===== src/hdl/sd_pkg.sv =====
package sd_pkg;

    // Job handed from the register block to the writer
    typedef struct packed {
        logic [31:0] start_sector;
        logic [7:0]  sector_count;
        logic [7:0]  seed;            // First data byte of each sector
    } sd_job_t;

    typedef struct packed {
        logic       busy;
        logic       done;
        logic       err;
        logic [7:0] sectors_done;     // Sectors with accepted data response
    } sd_status_t;

    typedef struct packed {
        logic        we;
        logic [1:0]  addr;
        logic [31:0] wdata;
    } cfg_req_t;

    // Register map
    localparam logic [1:0] reg_start = 2'd0;
    localparam logic [1:0] reg_count = 2'd1;
    localparam logic [1:0] reg_seed  = 2'd2;
    localparam logic [1:0] reg_ctrl  = 2'd3;

    // SD SPI protocol bytes
    localparam logic [7:0] cmd24          = 8'h58;
    localparam logic [7:0] start_token    = 8'hFE;
    localparam logic [7:0] data_resp_mask = 8'h1F;
    localparam logic [7:0] data_resp_ok   = 8'h05;

    localparam int sector_bytes    = 512;
    localparam int r1_poll_limit   = 8;      // Bytes
    localparam int busy_poll_limit = 4096;   // Bytes

endpackage


===== src/hdl/sd_block_writer.sv =====
`timescale 1ns/1ps

module sd_block_writer (
    input  logic                clk,
    input  logic                rst,
    input  logic                start,
    input  sd_pkg::sd_job_t     job,
    output sd_pkg::sd_status_t  status,
    output logic                cs,
    output logic                sh_go,
    output logic [7:0]          sh_tx,
    input  logic [7:0]          sh_rx,
    input  logic                sh_done,
    output logic                pat_load,
    output logic                pat_next,
    input  logic [7:0]          pat_byte,
    input  logic                pat_last
);

    typedef enum logic [3:0] {
        st_idle, st_cmd, st_r1, st_gap, st_token, st_data, st_crc, st_dresp, st_busy, st_tail
    } state_t;

    localparam logic [11:0] r1_last   = 12'(sd_pkg::r1_poll_limit - 1);
    localparam logic [11:0] busy_last = 12'(sd_pkg::busy_poll_limit - 1);

    state_t      state;
    logic        wait_sh;             // Byte in flight on the shifter
    logic [2:0]  byte_idx;
    logic [11:0] poll_cnt;
    logic [7:0]  sectors_left;
    logic [31:0] addr;                // Byte address of current sector
    logic        last_q;
    logic [7:0]  cmd_byte;
    logic [7:0]  tx_next;
    logic        fail_now;

    // CMD24 frame with byte address, CRC sent as FF
    always_comb begin
        case (byte_idx)
            3'd0:    cmd_byte = sd_pkg::cmd24;
            3'd1:    cmd_byte = addr[31:24];
            3'd2:    cmd_byte = addr[23:16];
            3'd3:    cmd_byte = addr[15:8];
            3'd4:    cmd_byte = addr[7:0];
            default: cmd_byte = 8'hFF;
        endcase
    end

    always_comb begin
        case (state)
            st_cmd:   tx_next = cmd_byte;
            st_token: tx_next = sd_pkg::start_token;
            st_data:  tx_next = pat_byte;
            default:  tx_next = 8'hFF;   // Polls, gap, CRC, tail
        endcase
    end

    // Response judgement on the byte just received
    always_comb begin
        fail_now = 1'b0;
        if (sh_done) begin
            case (state)
                st_r1:    fail_now = sh_rx[7] ? (poll_cnt == r1_last) : (sh_rx != 8'h00);
                st_dresp: fail_now = (sh_rx & sd_pkg::data_resp_mask) != sd_pkg::data_resp_ok;
                st_busy:  fail_now = (sh_rx != 8'hFF) && (poll_cnt == busy_last);
                default:  fail_now = 1'b0;
            endcase
        end
    end

    always_ff @(posedge clk) begin
        if (rst) begin
            state        <= st_idle;
            status       <= '0;
            cs           <= 1'b1;
            sh_go        <= 1'b0;
            sh_tx        <= 8'hFF;
            pat_load     <= 1'b0;
            pat_next     <= 1'b0;
            wait_sh      <= 1'b0;
            byte_idx     <= '0;
            poll_cnt     <= '0;
            sectors_left <= '0;
            addr         <= '0;
            last_q       <= 1'b0;
        end else begin
            sh_go    <= 1'b0;
            pat_load <= 1'b0;
            pat_next <= 1'b0;
            if (state == st_idle) begin
                if (start) begin
                    status.done         <= (job.sector_count == 8'd0);
                    status.err          <= 1'b0;
                    status.sectors_done <= '0;
                    addr                <= {job.start_sector[22:0], 9'd0};
                    sectors_left        <= job.sector_count;
                    if (job.sector_count != 8'd0) begin
                        status.busy <= 1'b1;
                        cs          <= 1'b0;
                        pat_load    <= 1'b1;
                        byte_idx    <= '0;
                        state       <= st_cmd;
                    end
                end
            end else if (!wait_sh) begin
                sh_go   <= 1'b1;
                sh_tx   <= tx_next;
                wait_sh <= 1'b1;
                if (state == st_data) begin
                    pat_next <= 1'b1;
                    last_q   <= pat_last;
                end
            end else if (fail_now) begin
                wait_sh     <= 1'b0;
                status.busy <= 1'b0;
                status.err  <= 1'b1;
                cs          <= 1'b1;
                state       <= st_idle;
            end else if (sh_done) begin
                wait_sh <= 1'b0;
                case (state)
                    st_cmd: begin
                        byte_idx <= byte_idx + 3'd1;
                        poll_cnt <= '0;
                        if (byte_idx == 3'd5) state <= st_r1;
                    end
                    st_r1: begin
                        poll_cnt <= poll_cnt + 12'd1;
                        if (!sh_rx[7]) state <= st_gap;   // R1 of 00 arrived
                    end
                    st_gap:   state <= st_token;
                    st_token: state <= st_data;
                    st_data: begin
                        byte_idx <= '0;
                        if (last_q) state <= st_crc;
                    end
                    st_crc: begin
                        byte_idx <= byte_idx + 3'd1;
                        if (byte_idx == 3'd1) state <= st_dresp;
                    end
                    st_dresp: begin
                        status.sectors_done <= status.sectors_done + 8'd1;
                        poll_cnt            <= '0;
                        state               <= st_busy;
                    end
                    st_busy: begin
                        poll_cnt <= poll_cnt + 12'd1;
                        if (sh_rx == 8'hFF) begin
                            cs    <= 1'b1;               // Release card for one byte
                            state <= st_tail;
                        end
                    end
                    st_tail: begin
                        sectors_left <= sectors_left - 8'd1;
                        if (sectors_left == 8'd1) begin
                            status.busy <= 1'b0;
                            status.done <= 1'b1;
                            state       <= st_idle;
                        end else begin
                            addr     <= addr + 32'(sd_pkg::sector_bytes);
                            cs       <= 1'b0;
                            pat_load <= 1'b1;
                            byte_idx <= '0;
                            state    <= st_cmd;
                        end
                    end
                    default: state <= st_idle;
                endcase
            end
        end
    end

    a_cs_high_idle: assert property (@(posedge clk) disable iff (rst) (state == st_idle) |-> cs);

endmodule


===== src/hdl/sd_write_regs.sv =====
`timescale 1ns/1ps

module sd_write_regs (
    input  logic                clk,
    input  logic                rst,
    input  logic                req,
    input  sd_pkg::cfg_req_t    cfg_req,
    output logic                ack,
    output logic [31:0]         rdata,
    output sd_pkg::sd_job_t     job,
    output logic                start,
    input  sd_pkg::sd_status_t  status
);

    logic new_req;                    // First cycle of a request

    assign new_req = req && !ack;

    always_ff @(posedge clk) begin
        if (rst) begin
            ack   <= 1'b0;
            start <= 1'b0;
            job   <= '0;
            rdata <= '0;
        end else begin
            start <= 1'b0;
            ack   <= req;                // Follows req one cycle later
            if (new_req && cfg_req.we) begin
                case (cfg_req.addr)
                    sd_pkg::reg_start: job.start_sector <= cfg_req.wdata;
                    sd_pkg::reg_count: job.sector_count <= cfg_req.wdata[7:0];
                    sd_pkg::reg_seed:  job.seed         <= cfg_req.wdata[7:0];
                    default: begin
                        // Go is dropped while a job runs
                        if (cfg_req.wdata[0] && !status.busy) start <= 1'b1;
                    end
                endcase
            end else if (new_req) begin
                case (cfg_req.addr)
                    sd_pkg::reg_start: rdata <= job.start_sector;
                    sd_pkg::reg_count: rdata <= {24'd0, job.sector_count};
                    sd_pkg::reg_seed:  rdata <= {24'd0, job.seed};
                    default:           rdata <= {21'd0, status};
                endcase
            end
        end
    end

    // Host holds the request fields while req stays high
    a_cfg_stable_during_req: assert property (@(posedge clk) disable iff (rst)
        req && $past(req) |-> $stable(cfg_req));

endmodule


===== src/hdl/sd_write_test_top.sv =====
`timescale 1ns/1ps

module sd_write_test_top #(
    parameter int clk_div = 2
) (
    input  logic              clk,
    input  logic              rst,
    input  logic              req,
    input  sd_pkg::cfg_req_t  cfg_req,
    output logic              ack,
    output logic [31:0]       rdata,
    output logic              cs,
    output logic              sclk,
    output logic              mosi,
    input  logic              miso
);

    sd_pkg::sd_job_t    job;
    sd_pkg::sd_status_t status;
    logic               start;
    logic               sh_go;
    logic [7:0]         sh_tx;
    logic [7:0]         sh_rx;
    logic               sh_done;
    logic               pat_load;
    logic               pat_next;
    logic [7:0]         pat_byte;
    logic               pat_last;

    sd_write_regs i_sd_write_regs (
        .clk     (clk),
        .rst     (rst),
        .req     (req),
        .cfg_req (cfg_req),
        .ack     (ack),
        .rdata   (rdata),
        .job     (job),
        .start   (start),
        .status  (status)
    );

    sd_block_writer i_sd_block_writer (
        .clk      (clk),
        .rst      (rst),
        .start    (start),
        .job      (job),
        .status   (status),
        .cs       (cs),
        .sh_go    (sh_go),
        .sh_tx    (sh_tx),
        .sh_rx    (sh_rx),
        .sh_done  (sh_done),
        .pat_load (pat_load),
        .pat_next (pat_next),
        .pat_byte (pat_byte),
        .pat_last (pat_last)
    );

    // Seed comes straight from the register block
    sector_pattern_gen i_sector_pattern_gen (
        .clk       (clk),
        .rst       (rst),
        .load      (pat_load),
        .seed      (job.seed),
        .next      (pat_next),
        .data_byte (pat_byte),
        .last      (pat_last)
    );

    spi_byte_shifter #(
        .clk_div (clk_div)
    ) i_spi_byte_shifter (
        .clk     (clk),
        .rst     (rst),
        .go      (sh_go),
        .tx_byte (sh_tx),
        .rx_byte (sh_rx),
        .done    (sh_done),
        .sclk    (sclk),
        .mosi    (mosi),
        .miso    (miso)
    );

endmodule


===== src/hdl/sector_pattern_gen.sv =====
`timescale 1ns/1ps

module sector_pattern_gen (
    input  logic       clk,
    input  logic       rst,
    input  logic       load,
    input  logic [7:0] seed,
    input  logic       next,
    output logic [7:0] data_byte,
    output logic       last
);

    logic [8:0] count;                // Byte position in the sector

    always_ff @(posedge clk) begin
        if (rst) begin
            count <= '0;
        end else if (load) begin
            count <= '0;
        end else if (next) begin
            count <= count + 9'd1;       // Wraps after byte 511
        end
    end

    always_ff @(posedge clk) begin
        if (load) begin
            data_byte <= seed;
        end else if (next) begin
            data_byte <= data_byte - 8'd1;   // Decrementing pattern
        end
    end

    assign last = (count == 9'(sd_pkg::sector_bytes - 1));

endmodule


===== src/hdl/spi_byte_shifter.sv =====
`timescale 1ns/1ps

module spi_byte_shifter #(
    parameter int clk_div = 2
) (
    input  logic       clk,
    input  logic       rst,
    input  logic       go,
    input  logic [7:0] tx_byte,
    output logic [7:0] rx_byte,
    output logic       done,
    output logic       sclk,
    output logic       mosi,
    input  logic       miso
);

    localparam int div_w = (clk_div > 1) ? $clog2(clk_div) : 1;

    logic             active;
    logic [div_w-1:0] div_cnt;
    logic [3:0]       half;           // Half sclk periods in this byte
    logic [7:0]       shreg;          // Tx bits out the top, rx bits in the bottom
    logic             miso_q;
    logic             half_end;

    assign half_end = active && (div_cnt == div_w'(clk_div - 1));
    assign rx_byte  = shreg;

    always_ff @(posedge clk) begin
        if (rst) begin
            active  <= 1'b0;
            done    <= 1'b0;
            sclk    <= 1'b0;
            mosi    <= 1'b1;
            div_cnt <= '0;
            half    <= '0;
        end else begin
            done <= 1'b0;
            if (go && !active) begin
                active  <= 1'b1;
                div_cnt <= '0;
                half    <= '0;
                mosi    <= tx_byte[7];   // MSB set up before first rising edge
            end else if (half_end) begin
                div_cnt <= '0;
                half    <= half + 4'd1;
                sclk    <= !half[0];
                if (half[0]) begin
                    mosi <= shreg[6];
                    if (half == 4'd15) begin
                        active <= 1'b0;
                        done   <= 1'b1;
                        mosi   <= 1'b1;  // Line idles high
                    end
                end
            end else if (active) begin
                div_cnt <= div_cnt + 1'b1;
            end
        end
    end

    // Shift register and miso sample
    always_ff @(posedge clk) begin
        if (go && !active) begin
            shreg <= tx_byte;
        end else if (half_end) begin
            if (!half[0]) begin
                miso_q <= miso;              // Sample on rising sclk
            end else begin
                shreg <= {shreg[6:0], miso_q};
            end
        end
    end

    a_no_go_while_active: assert property (@(posedge clk) disable iff (rst) go |-> !active);

endmodule


===== config.mk =====
export PLATFORM = sky130hd
export DESIGN_NAME = sd_write_test_top
export DESIGN_NICKNAME = d
export VERILOG_FILES = /design/src/hdl/sd_pkg.sv /design/src/hdl/sd_block_writer.sv /design/src/hdl/sd_write_regs.sv /design/src/hdl/sd_write_test_top.sv /design/src/hdl/sector_pattern_gen.sv /design/src/hdl/spi_byte_shifter.sv
export SDC_FILE = /design/constraint.sdc
export NUM_CORES = 1
export LEC_CHECK = 0
export ABC_CLOCK_PERIOD_IN_PS = 3380
export BUFFER_PORTS_ARGS = -buffer_cell sky130_fd_sc_hd__buf_2
export CORE_MARGIN = 2
export CORE_UTILIZATION = 60
export CTS_BUF_LIST = sky130_fd_sc_hd__clkbuf_8
export DETAILED_ROUTE_END_ITERATION = 8
export PLACE_DENSITY = 0.79
export SETUP_SLACK_MARGIN = 0.2
export SLEW_MARGIN = 20
export SYNTH_ARGS = -nofsm -noshare
export SYNTH_HDL_FRONTEND = slang
export SYNTH_HIERARCHICAL = 1
export SYNTH_SLANG_ARGS = --single-unit

===== constraint.sdc =====
create_clock -name clk -period 3.38 [get_ports clk]
set_clock_uncertainty 0.1 [all_clocks]
set_input_delay 0.676 -clock clk [delete_from_list [all_inputs] [get_ports clk]]
set_output_delay 0.676 -clock clk [all_outputs]
set_load 0.01 [all_outputs]

-- Word level (Yosys, flattened, before mapping)
Cells that the tools add are included.
- bits in registers: 201
- bits in latches: 0
- bits in writable memories: 0
- memory bits (read-only): 0
- input bits: 39
- output and inout bits: 36
- logic and storage cells: 236
- memories: 0
- $add $sub $neg: 9
- $mul: 0
- divide/modulo/power cells: 0
- magnitude comparators: 0
- equal/unequal tests: 35
- shifts and indexed selects: 0
- multiplexer cells: 91
- bitwise logic cells: 7
- reduce and logical (&&, ||, !) cells: 62
- operator list (cell ; number):
    $mux 32 ; 7
    $mux 8 ; 14
    $pmux 32 s3 ; 1
    $mux 4 ; 11
    $pmux 8 s5 ; 1
    $mux 1 ; 38
    $pmux 4 s9 ; 1
    $mux 11 ; 3
    $add 32x10->32 const B ; 1
    $pmux 12 s2 ; 1
    $pmux 8 s3 ; 1
    $reduce_bool 2->1 ; 11
    $mux 3 ; 7
    $reduce_and 6->1 ; 3
    $eq 4x3->1 const B ; 4
    $ne 4x1->1 const B ; 4
    $reduce_bool 8->1 ; 2
    $sub 8x1->8 const B ; 2
    $reduce_and 5->1 ; 3
    $reduce_and 2->1 ; 7
    $reduce_and 7->1 ; 2
    $add 12x1->12 const B ; 1
    $eq 12x12->1 const B ; 1
    $eq 12x3->1 const B ; 1
    42 further kinds ; 77

-- Depth between registers and ports, before layout
Gate-level depths: netlist of run 1.
- depth after elaboration: 7
- depth in mapped cells: 9

-- Hierarchy
The synthesis of run 1 kept the hierarchy.
- modules (own cells, without submodules) (module ; times used ; cells an instance ; area an instance (um2) ; seq. area each (um2)):
    sd_block_writer ; 1 ; 607 ; 4596.9 ; 1501.4
    sd_write_regs ; 1 ; 401 ; 3210.6 ; 1641.6
    sector_pattern_gen ; 1 ; 93 ; 869.6 ; 420.4
    spi_byte_shifter ; 1 ; 85 ; 804.5 ; 450.4

-- Worst setup path after synthesis of run 1
Ideal clock, no wire load.
- path type: flip-flop to flip-flop
- start: reg i_sd_block_writer.poll_cnt[0]
- end: reg i_sd_block_writer.poll_cnt[8]
- setup time: 0.117 ns
- arrival time: 2.050 ns
- data required time: 3.163 ns
- path slack: 1.113 ns
- cell stages (with the launch flop): 9
- buffers on the path: 1
- cells stage by stage: dfxtp_1 ha_1 nor4bb_1 nand3_1 a211oi_1 nor4_4 and2_1 buf_2 a32o_1
- longest elaborated chain between the ends: 6
- elaborated cells between the ends (all ways): 10
- RTL lines (what ; line ; text):
    from (decl) ; sd_block_writer.sv:30 ; logic [11:0] poll_cnt;
    from (signal assigned) ; sd_block_writer.sv:129 ; poll_cnt <= poll_cnt + 12'd1;
    from (signal assigned) ; sd_block_writer.sv:148 ; poll_cnt <= poll_cnt + 12'd1;
    $eq 12x3->1 or $eq 12x12->1 (tied branches) ; sd_block_writer.sv:64, sd_block_writer.sv:66 ;
    $mux 1 or $logic_and 1x1->1 (tied branches) ; sd_block_writer.sv:64, sd_block_writer.sv:66 ;
    $pmux 1 s3 ; sd_block_writer.sv:63 ; case (state)
    $mux 1 ; sd_block_writer.sv:62 ; if (sh_done) begin
    $not 1->1 (no line) ; n/a ;
    $reduce_and 5->1 (no line) ; n/a ;
Several ways; a longest one is shown, not always the timed one.
A chain may end at the register's enable or synchronous reset.

-- Final worst setup path of run 1
- start: reg i_sd_block_writer.state[0]
- end: reg i_sd_block_writer.addr[19]
- longest elaborated chain between the ends: 5
- elaborated cells between the ends (all ways): 15
- RTL lines (what ; line ; text):
    from (decl) ; sd_block_writer.sv:27 ; state_t state;
    from (signal assigned) ; sd_block_writer.sv:74 ; state <= st_idle;
    from (signal assigned) ; sd_block_writer.sv:103 ; state <= st_cmd;
    from (signal assigned) ; sd_block_writer.sv:119 ; state <= st_idle;
    $eq 4x4->1, or another cell as far along ; sd_block_writer.sv:63 ;
    $pmux 1 s3 ; sd_block_writer.sv:63 ;
    $mux 1 ; sd_block_writer.sv:62 ;
    $ne 2x2->1 (no line) ; n/a ;
    $reduce_and 6->1 (no line) ; n/a ;
    to (signal assigned) ; sd_block_writer.sv:96 ; addr <= {job.start_sector[22:0], 9'd0};
    to (signal assigned) ; sd_block_writer.sv:161 ; addr <= addr + 32'(sd_pkg::sector_bytes);
    to (decl) ; sd_block_writer.sv:32 ; logic [31:0] addr;
Several ways; a longest one is shown, not always the timed one.

==> out/summary.md, run 1 <==
* **number of antenna violations at the first check in global routing** 0
* **post-DR vias/cell** 6.089
* **kind of cell with the highest combined delay on the critical path** simple AND/OR/NAND/NOR gates
* **CP Depth** 6
* **clock group share of total power** 0.353
* **Place WS** 0.5458 ns
* **first-pass GRT wire length** 38.51 mm
* **power per cell area** 433.1 nW/um^2
* **number of clock sinks seen by CTS** 192
* **multiplexer area fraction after synthesis** 0.009633
* **number of cells upsized or downsized after cts** 0
* **Post-layout nets** 1,268
* **count of yosys warnings during synthesis** 6
* **setup ws final** 0.4596 ns
* **crit-path cells** or4_4, nor2_4, a21o_1, o21ai_0, a22oi_1, nor2_1
* **CP Data Arrival Time** 3.18 ns
* **buffer and inverter count on the worst path** 0
* **syn_nets** 1,243
* **count of final hold-check violations** 0
* **y dimension of the die** 129.7 microns
* **number of instances in the synthesized netlist** 1,186
* **switching power** 1291 uW
* **Die Area** 16,820 sq um
* **largest family of logic cells by synthesized area** simple AND/OR/NAND/NOR gates
* **number of unique standard cell types used by synthesis** 77
* **number of global-route vias before repair** 7,773
* **final-report setup violation count** 0
* **pin count of the biggest net entering global routing** 122
* **result of the run** complete, no violations
* **H-tree levels** 4
* **arithmetic-cell share of the synthesized area counting full adders, half adders and majority gates** 0.02375
* **Worst Tran Pin Value** 0.7637 ns
* **number of iterations in the first detailed-routing pass** 6
* **post-synthesis xor/xnor area fraction** 0.01386
* **number of standard-cell rows in the floorplan** 45
* **post-route fraction of the period consumed by the critical path** 0.8640
* **switching power as a share of total power** 0.2902
* **RSZ-0062 raised after global routing** false
* **number of max-slew violations in the final report** 0
* **simple-gate portion of the synthesized area** 0.2637
* **delay of the slowest cell on the worst path** 0.84 ns
* **r2r worst-path depth** 6
* **startpoint class of the critical path** flop
* **number of DRC markers after the initial detailed-route iteration** 747
* **dominant synthesized flop cell** sky130_fd_sc_hd__dfxtp_1
* **number of I/O port buffers** 74
* **Final GP Congestion** 0.9043
* **Placed Cells incl. Taps** 1,403
* **maximum root-to-sink buffer count** 2
* **data required time of the worst path** 3.64 ns
* **Design Power** 4449 uW
* **maximum operating frequency** 0.3424 GHz
* **detailed placement HPWL** 16.22 mm
* **complex-gate fraction of the synthesized area** 0.2122
* **post-synthesis register bit count** 192
* **latest clock arrival within the worst-skew pair** 0.49 ns
* **DR WL/cell** 16.56 microns
* **residual antenna-violating net count after detailed routing** 0
* **post-route worst hold slack** 0.2623 ns
* **max-cap violations** 0
* **fraction of synthesis flops using an asynchronous set or reset pin** 0
* **class of the most critical setup path** flop to flop
* **proportion of layout cells with a drive suffix above 1** 0.1160
* **number of enable-type register cells in the synthesized netlist** 17
* **final wirelength** 23.77 mm
* **non-filler instance count after layout** 1,435
* **number of primary I/O pins** 75
* **part of the Yosys area used for sequential elements** 0.4233
* **Max Fanout on Critical Path** 34
* **start point of the critical path** i_sd_block_writer/state[0]
* **netlist area before placement** 9482 sq um
* **number of post-CTS setup repair buffers** 0
* **clock input transition at the sequential cells of the worst setup and hold paths** 0.11 ns
* **total core area** 15,310 sq um
* **average size of a mapped cell** 7.995 sq um
* **total negative slack** 0 ns
* **overall track demand over capacity in global routing** 0.2870
* **gr ovfl total** 0
* **Initial Utilization** 0.6191
* **endpoint of the worst setup timing path** i_sd_block_writer/addr[19]
* **CTS buffer count** 17
* **total via count in the routed design** 8,737
* **CTS tree** built
* **kind of path behind the tightest hold check** input port to flop
* **power share of the combinational group** 0.105
* **share of total power in sequential cells** 0.542
* **worst max-slew margin expressed relative to the limit** 0.4870
* **die span in x** 129.7 microns
* **master cell of the clock root buffer** sky130_fd_sc_hd__clkbuf_8
* **Max VDD drop** 0.3656 mV
* **number of inserted diodes** 0
* **static power due to leakage** 0.003636 uW
* **r2r endpoint** i_sd_block_writer/addr[19]
* **worst-path cell with the longest stage delay** sky130_fd_sc_hd__or4_4
* **reg-to-reg critical path startpoint** i_sd_block_writer/state[0]
* **cell internal pwr** 3158 uW
* **Critical Path End Type** flop
* **worst-case register-to-register setup slack** 0.46 ns
* **cts hold-fix bufs** 0
* **time the worst path needs with I/O delays and setup** 2.920 ns
* **Area Growth Syn to Fin** 8.340%
* **number of design rule violations left after detail routing** 0
-- worst register-to-register path, stage by stage, from the launching register on --
cell                      delay (ns)
sky130_fd_sc_hd__dfxtp_1        0.54
sky130_fd_sc_hd__or4_4          0.84
sky130_fd_sc_hd__nor2_4         0.28
sky130_fd_sc_hd__a21o_1         0.57
sky130_fd_sc_hd__o21ai_0        0.21
sky130_fd_sc_hd__a22oi_1        0.20
sky130_fd_sc_hd__nor2_1         0.07
-- final cells by class --
| cell class | instances | area (sq um) |
|---|---|---|
| clock inverters | 14 | 173.9 |
| inverters | 29 | 108.9 |
| clock buffers | 18 | 247.7 |
| flip-flops and latches | 192 | 4014 |
| multi-input cells | 882 | 4966 |
| fillers | 1337 | 5042 |
| repair buffers | 89 | 498.0 |
| well taps | 211 | 264.0 |
-- per-stage QoR --
step           instance area (sq um)    util
2_1_floorplan                   9482       -
3_3_place_gp                    9851  0.6432
3_5_place_dp                    9851  0.6432
4_1_cts                        10270  0.6708
5_1_grt                        10270  0.6708
6_report                       10270  0.6708
-- cells in the final DEF (no fill, tap or decap), types with 4 or more instances in the layout --
cell type / count
sky130_fd_sc_hd__xor2_1: 10
sky130_fd_sc_hd__nor4_1: 14
sky130_fd_sc_hd__a31oi_1: 8
sky130_fd_sc_hd__and3_1: 10
sky130_fd_sc_hd__dfxtp_1: 175
sky130_fd_sc_hd__nand4_1: 16
sky130_fd_sc_hd__a311oi_1: 5
sky130_fd_sc_hd__a211oi_1: 12
sky130_fd_sc_hd__nand2_1: 240
sky130_fd_sc_hd__buf_4: 15
sky130_fd_sc_hd__clkbuf_8: 18
sky130_fd_sc_hd__inv_1: 29
sky130_fd_sc_hd__or3_1: 9
sky130_fd_sc_hd__a32o_1: 8
sky130_fd_sc_hd__nand2b_1: 4
sky130_fd_sc_hd__clkinv_8: 4
sky130_fd_sc_hd__o31ai_1: 7
sky130_fd_sc_hd__nand3_1: 57
sky130_fd_sc_hd__nor2b_1: 11
sky130_fd_sc_hd__a222oi_1: 4
sky130_fd_sc_hd__mux2i_1: 8
sky130_fd_sc_hd__a211o_1: 4
sky130_fd_sc_hd__nor2_1: 93
sky130_fd_sc_hd__o21ai_0: 47
sky130_fd_sc_hd__nand4b_1: 5
sky130_fd_sc_hd__xnor2_1: 5
sky130_fd_sc_hd__ha_1: 18
sky130_fd_sc_hd__and4b_1: 7
sky130_fd_sc_hd__a22oi_1: 22
sky130_fd_sc_hd__buf_2: 73
sky130_fd_sc_hd__and2_1: 5
sky130_fd_sc_hd__nor3b_1: 9
sky130_fd_sc_hd__edfxtp_1: 17
sky130_fd_sc_hd__o211ai_1: 7
sky130_fd_sc_hd__a21oi_1: 135
sky130_fd_sc_hd__a21o_1: 8
sky130_fd_sc_hd__a221o_1: 9
sky130_fd_sc_hd__nor3_1: 25
sky130_fd_sc_hd__o22ai_1: 6
-- cell usage after synthesis, drive strengths merged (8+ instances only) --
cell    number  share of area
a32o         8         0.0084
o31ai        8         0.0069
a22oi       22          0.017
a21o         9         0.0073
nor3        26          0.014
nor3b       10         0.0084
nor2        94          0.038
nand2      240          0.095
a21oi      136          0.072
and3        11         0.0078
clkbuf      43          0.017
buf         40          0.025
ha          18          0.024
nand4       16          0.011
inv         29          0.011
edfxtp      17          0.054
dfxtp      175           0.37
mux2i        8         0.0084
nor2b       11         0.0073
a221o        9         0.0095
xor2        10         0.0092
nand3       57          0.030
a211oi      13          0.012
o21ai       50          0.027
or3          9         0.0059
a31oi        8         0.0053
nor4        16          0.012
-- worst min-delay path by stage --
stage                                      to                      start  cells after the start
CTS                 i_spi_byte_shifter/miso_q                       miso                      1
floorplan             i_sd_write_regs/job[39]    i_sd_write_regs/job[39]                      2
finish              i_spi_byte_shifter/miso_q                       miso                      1
global placement    i_sd_write_regs/rdata[22]  i_sd_write_regs/rdata[22]                      2
global route        i_spi_byte_shifter/miso_q                       miso                      1
detailed placement  i_sd_write_regs/rdata[30]  i_sd_write_regs/rdata[30]                      2
-- logic make-up (layout without fill, tap and decap cells) --
family,Yosys count,after routing
xor gates and xnor gates,15,15
DFF,192,192
buffers and inverters,112,150
adders and majority gates,18,18
AOI/OAI and AO/OA,313,313
and+or+nand+nor,527,527
muxes,9,9
-- routing by layer --
metal / wire [microns] / share of wire / track usage / vias to the layer above
met4: 442 / 0.019 / 0.09424 / 0
met5: 0 / 0 / 0 / -
met3: 1365 / 0.057 / 0.04838 / 31
li1: - / - / - / 4295
met1: 10810 / 0.45 / 0.3961 / 4140
met2: 11160 / 0.47 / 0.4613 / 271
-- registers in the layout, indices dropped and copies added, names as in the netlist, 8 cells and up --
| register | count |
|---|---|
| i_sd_write_regs/job | 48 |
| i_sd_block_writer/addr | 23 |
| i_sd_block_writer/poll_cnt | 12 |
| i_sector_pattern_gen/count | 9 |
| i_spi_byte_shifter/rx_byte | 8 |
| i_sector_pattern_gen/data_byte | 8 |
| i_sd_block_writer/status | 11 |
| i_sd_write_regs/rdata | 32 |
| i_sd_block_writer/sh_tx | 8 |
| i_sd_block_writer/sectors_left | 8 |
-- power by group through the flow --
| stage | sequential, uW | combinational [uW] | clock, uW |
|---|---|---|---|
| after global routing | 2420 | 521 | 1670 |
| final | 2410 | 466 | 1570 |
| after CTS | 2410 | 462 | 1590 |
| after global placement | 2460 | 456 | 0 |
| after detailed placement | 2460 | 459 | 0 |
| after floorplan | 2440 | 371 | 0 |
Power figures use the tool's default switching activity.
==> run 2, diff against run 1 <==
Settings changed: REMOVE_ABC_BUFFERS from default to 1.
==> run 2 against run 1 <==
  * Routed wire length decreased by 1.2%
  * Combinational power increased by 2%
  * Register-to-register slack gained 0.13 ns
  * Cell count grew 0.35%
  * Total power shrank 3.6%
  * First-iteration DRC count grew 17%
  * Setup slack improved by 0.13 ns
  * Core utilization is 0.16 points lower
  * Non-clock buffer count rose by 5
  * Largest power group unchanged
==> out/summary.md, run 2 (same netlist as run 1, synthesis figures left out) <==
* **result of the run** complete, no violations
* **Die Area** 16,820 sq um
* **time the worst path needs with I/O delays and setup** 2.792 ns
* **count of final hold-check violations** 0
* **detailed placement HPWL** 16.50 mm
* **number of I/O port buffers** 74
* **post-DR vias/cell** 6.061
* **Critical Path End Type** flop
* **maximum root-to-sink buffer count** 2
* **reg-to-reg critical path startpoint** i_sd_block_writer/state[2]
* **number of antenna violations at the first check in global routing** 0
* **master cell of the clock root buffer** sky130_fd_sc_hd__clkbuf_8
* **Placed Cells incl. Taps** 1,408
* **start point of the critical path** i_sd_block_writer/state[2]
* **crit-path cells** or4_4, nor2_4, a21o_1, nor2_1, a2111oi_0
* **max-cap violations** 0
* **number of DRC markers after the initial detailed-route iteration** 876
* **number of iterations in the first detailed-routing pass** 6
* **max reg flops** 48
* **number of primary I/O pins** 75
* **Max VDD drop** 0.3165 mV
* **pin count of the biggest net entering global routing** 46
* **worst max-slew margin expressed relative to the limit** 0.4636
* **Post-Route Utilization** 0.6691
* **clock input transition at the sequential cells of the worst setup and hold paths** 0.09 ns
* **kind of cell with the highest combined delay on the critical path** simple AND/OR/NAND/NOR gates
* **registers with the most flip-flops** i_sd_write_regs/job: 48 flops, i_sd_write_regs/rdata: 32 flops, i_sd_block_writer/addr: 23 flops
* **final wirelength** 23.49 mm
* **number of post-CTS setup repair buffers** 0
* **final-report setup violation count** 0
* **CP Data Arrival Time** 3.03 ns
* **DR WL/cell** 16.31 microns
* **proportion of layout cells with a drive suffix above 1** 0.1196
* **Post-layout nets** 1,273
* **Initial Utilization** 0.6191
* **total via count in the routed design** 8,728
* **power per cell area** 418.6 nW/um^2
* **H-tree levels** 4
* **post-route worst hold slack** 0.2909 ns
* **startpoint class of the critical path** flop
* **die span in x** 129.7 microns
* **Max Fanout on Critical Path** 34
* **most frequent cells in the layout** sky130_fd_sc_hd__nand2_1, sky130_fd_sc_hd__dfxtp_1, sky130_fd_sc_hd__a21oi_1
* **data required time of the worst path** 3.62 ns
* **static power due to leakage** 0.003634 uW
* **RSZ-0062 raised after global routing** false
* **kind of path behind the tightest hold check** input port to flop
* **number of design rule violations left after detail routing** 0
* **leading cell type in the layout, fill and taps excluded** sky130_fd_sc_hd__nand2_1
* **buffer and inverter count on the worst path** 0
* **Top reg by flops** i_sd_write_regs/job
* **gr ovfl total** 0
* **latest clock arrival within the worst-skew pair** 0.46 ns
* **number of clock sinks seen by CTS** 192
* **Final GP Congestion** 0.9439
* **maximum operating frequency** 0.3582 GHz
* **number of standard-cell rows in the floorplan** 45
* **non-filler instance count after layout** 1,440
* **residual antenna-violating net count after detailed routing** 0
* **overall track demand over capacity in global routing** 0.2863
* **post-route fraction of the period consumed by the critical path** 0.8259
* **y dimension of the die** 129.7 microns
* **Area Growth Syn to Fin** 8.076%
* **first-pass GRT wire length** 39.06 mm
* **class of the most critical setup path** flop to flop
* **worst-path cell with the longest stage delay** sky130_fd_sc_hd__or4_4
* **origin of the worst min-delay path** miso
* **number of global-route vias before repair** 8,111
* **number of max-slew violations in the final report** 0
* **delay of the slowest cell on the worst path** 0.79 ns
* **CTS tree** built
* **Worst Tran Pin Value** 0.7985 ns
* **number of inserted diodes** 0
* **CTS buffer count** 17
* **total core area** 15,310 sq um
run 2: per-stage QoR:
stage	total power, uW	TNS (ns)	cell area [sq um]	setup WS, ns
after global placement	2917	0	9876	0.7342
after CTS	4310	0	10240	0.5661
after detailed placement	2926	0	9876	0.6100
after global routing	4469	0	10250	0.2029
final	4289	0	10250	0.5885
after floorplan	2743	-160.61	9082	-3.667
run 2: cell type report:
type / count / area [sq um]
Timing Repair Buffer: 94 / 523.0
Tap cell: 211 / 264.0
Clock inverter: 13 / 101.3
Fill cell: 1342 / 5067
Sequential cell: 192 / 4014
Clock buffer: 19 / 261.5
Multi-Input combinational cell: 882 / 4975
Inverter: 29 / 108.9
run 2: what timing repair did:
item                                    4_1_cts  5_1_grt
resized for setup                             0        1
hold buffers                                  0        0
endpoints found under the setup margin        0        1
endpoints found under the hold margin         0        0
run 2: path summary, 6_finish.rpt:
check                          endpoint  slack, ns  depth (start not counted)
max          i_sd_block_writer/addr[29]       0.59                          5
min           i_spi_byte_shifter/miso_q       0.29                          1
max reg2reg  i_sd_block_writer/addr[29]       0.59                          5
min reg2reg   i_sd_write_regs/rdata[21]       0.35                          2
run 2: power by group:
part / internal [uW] / leakage [uW] / switching [uW]
combinational: 160 / 0.00188 / 313
clock: 563 / 0.000186 / 839
sequential: 2350 / 0.00157 / 60.8
run 2: metal layers:
| metal | routed length (microns) | global-route usage | up-vias |
|---|---|---|---|
| li1 | - | - | 4288 |
| met1 | 10760 | 0.3933 | 4142 |
| met2 | 10980 | 0.4638 | 265 |
| met3 | 1349 | 0.05494 | 33 |
| met4 | 395 | 0.08096 | 0 |
| met5 | 0 | 0 | - |
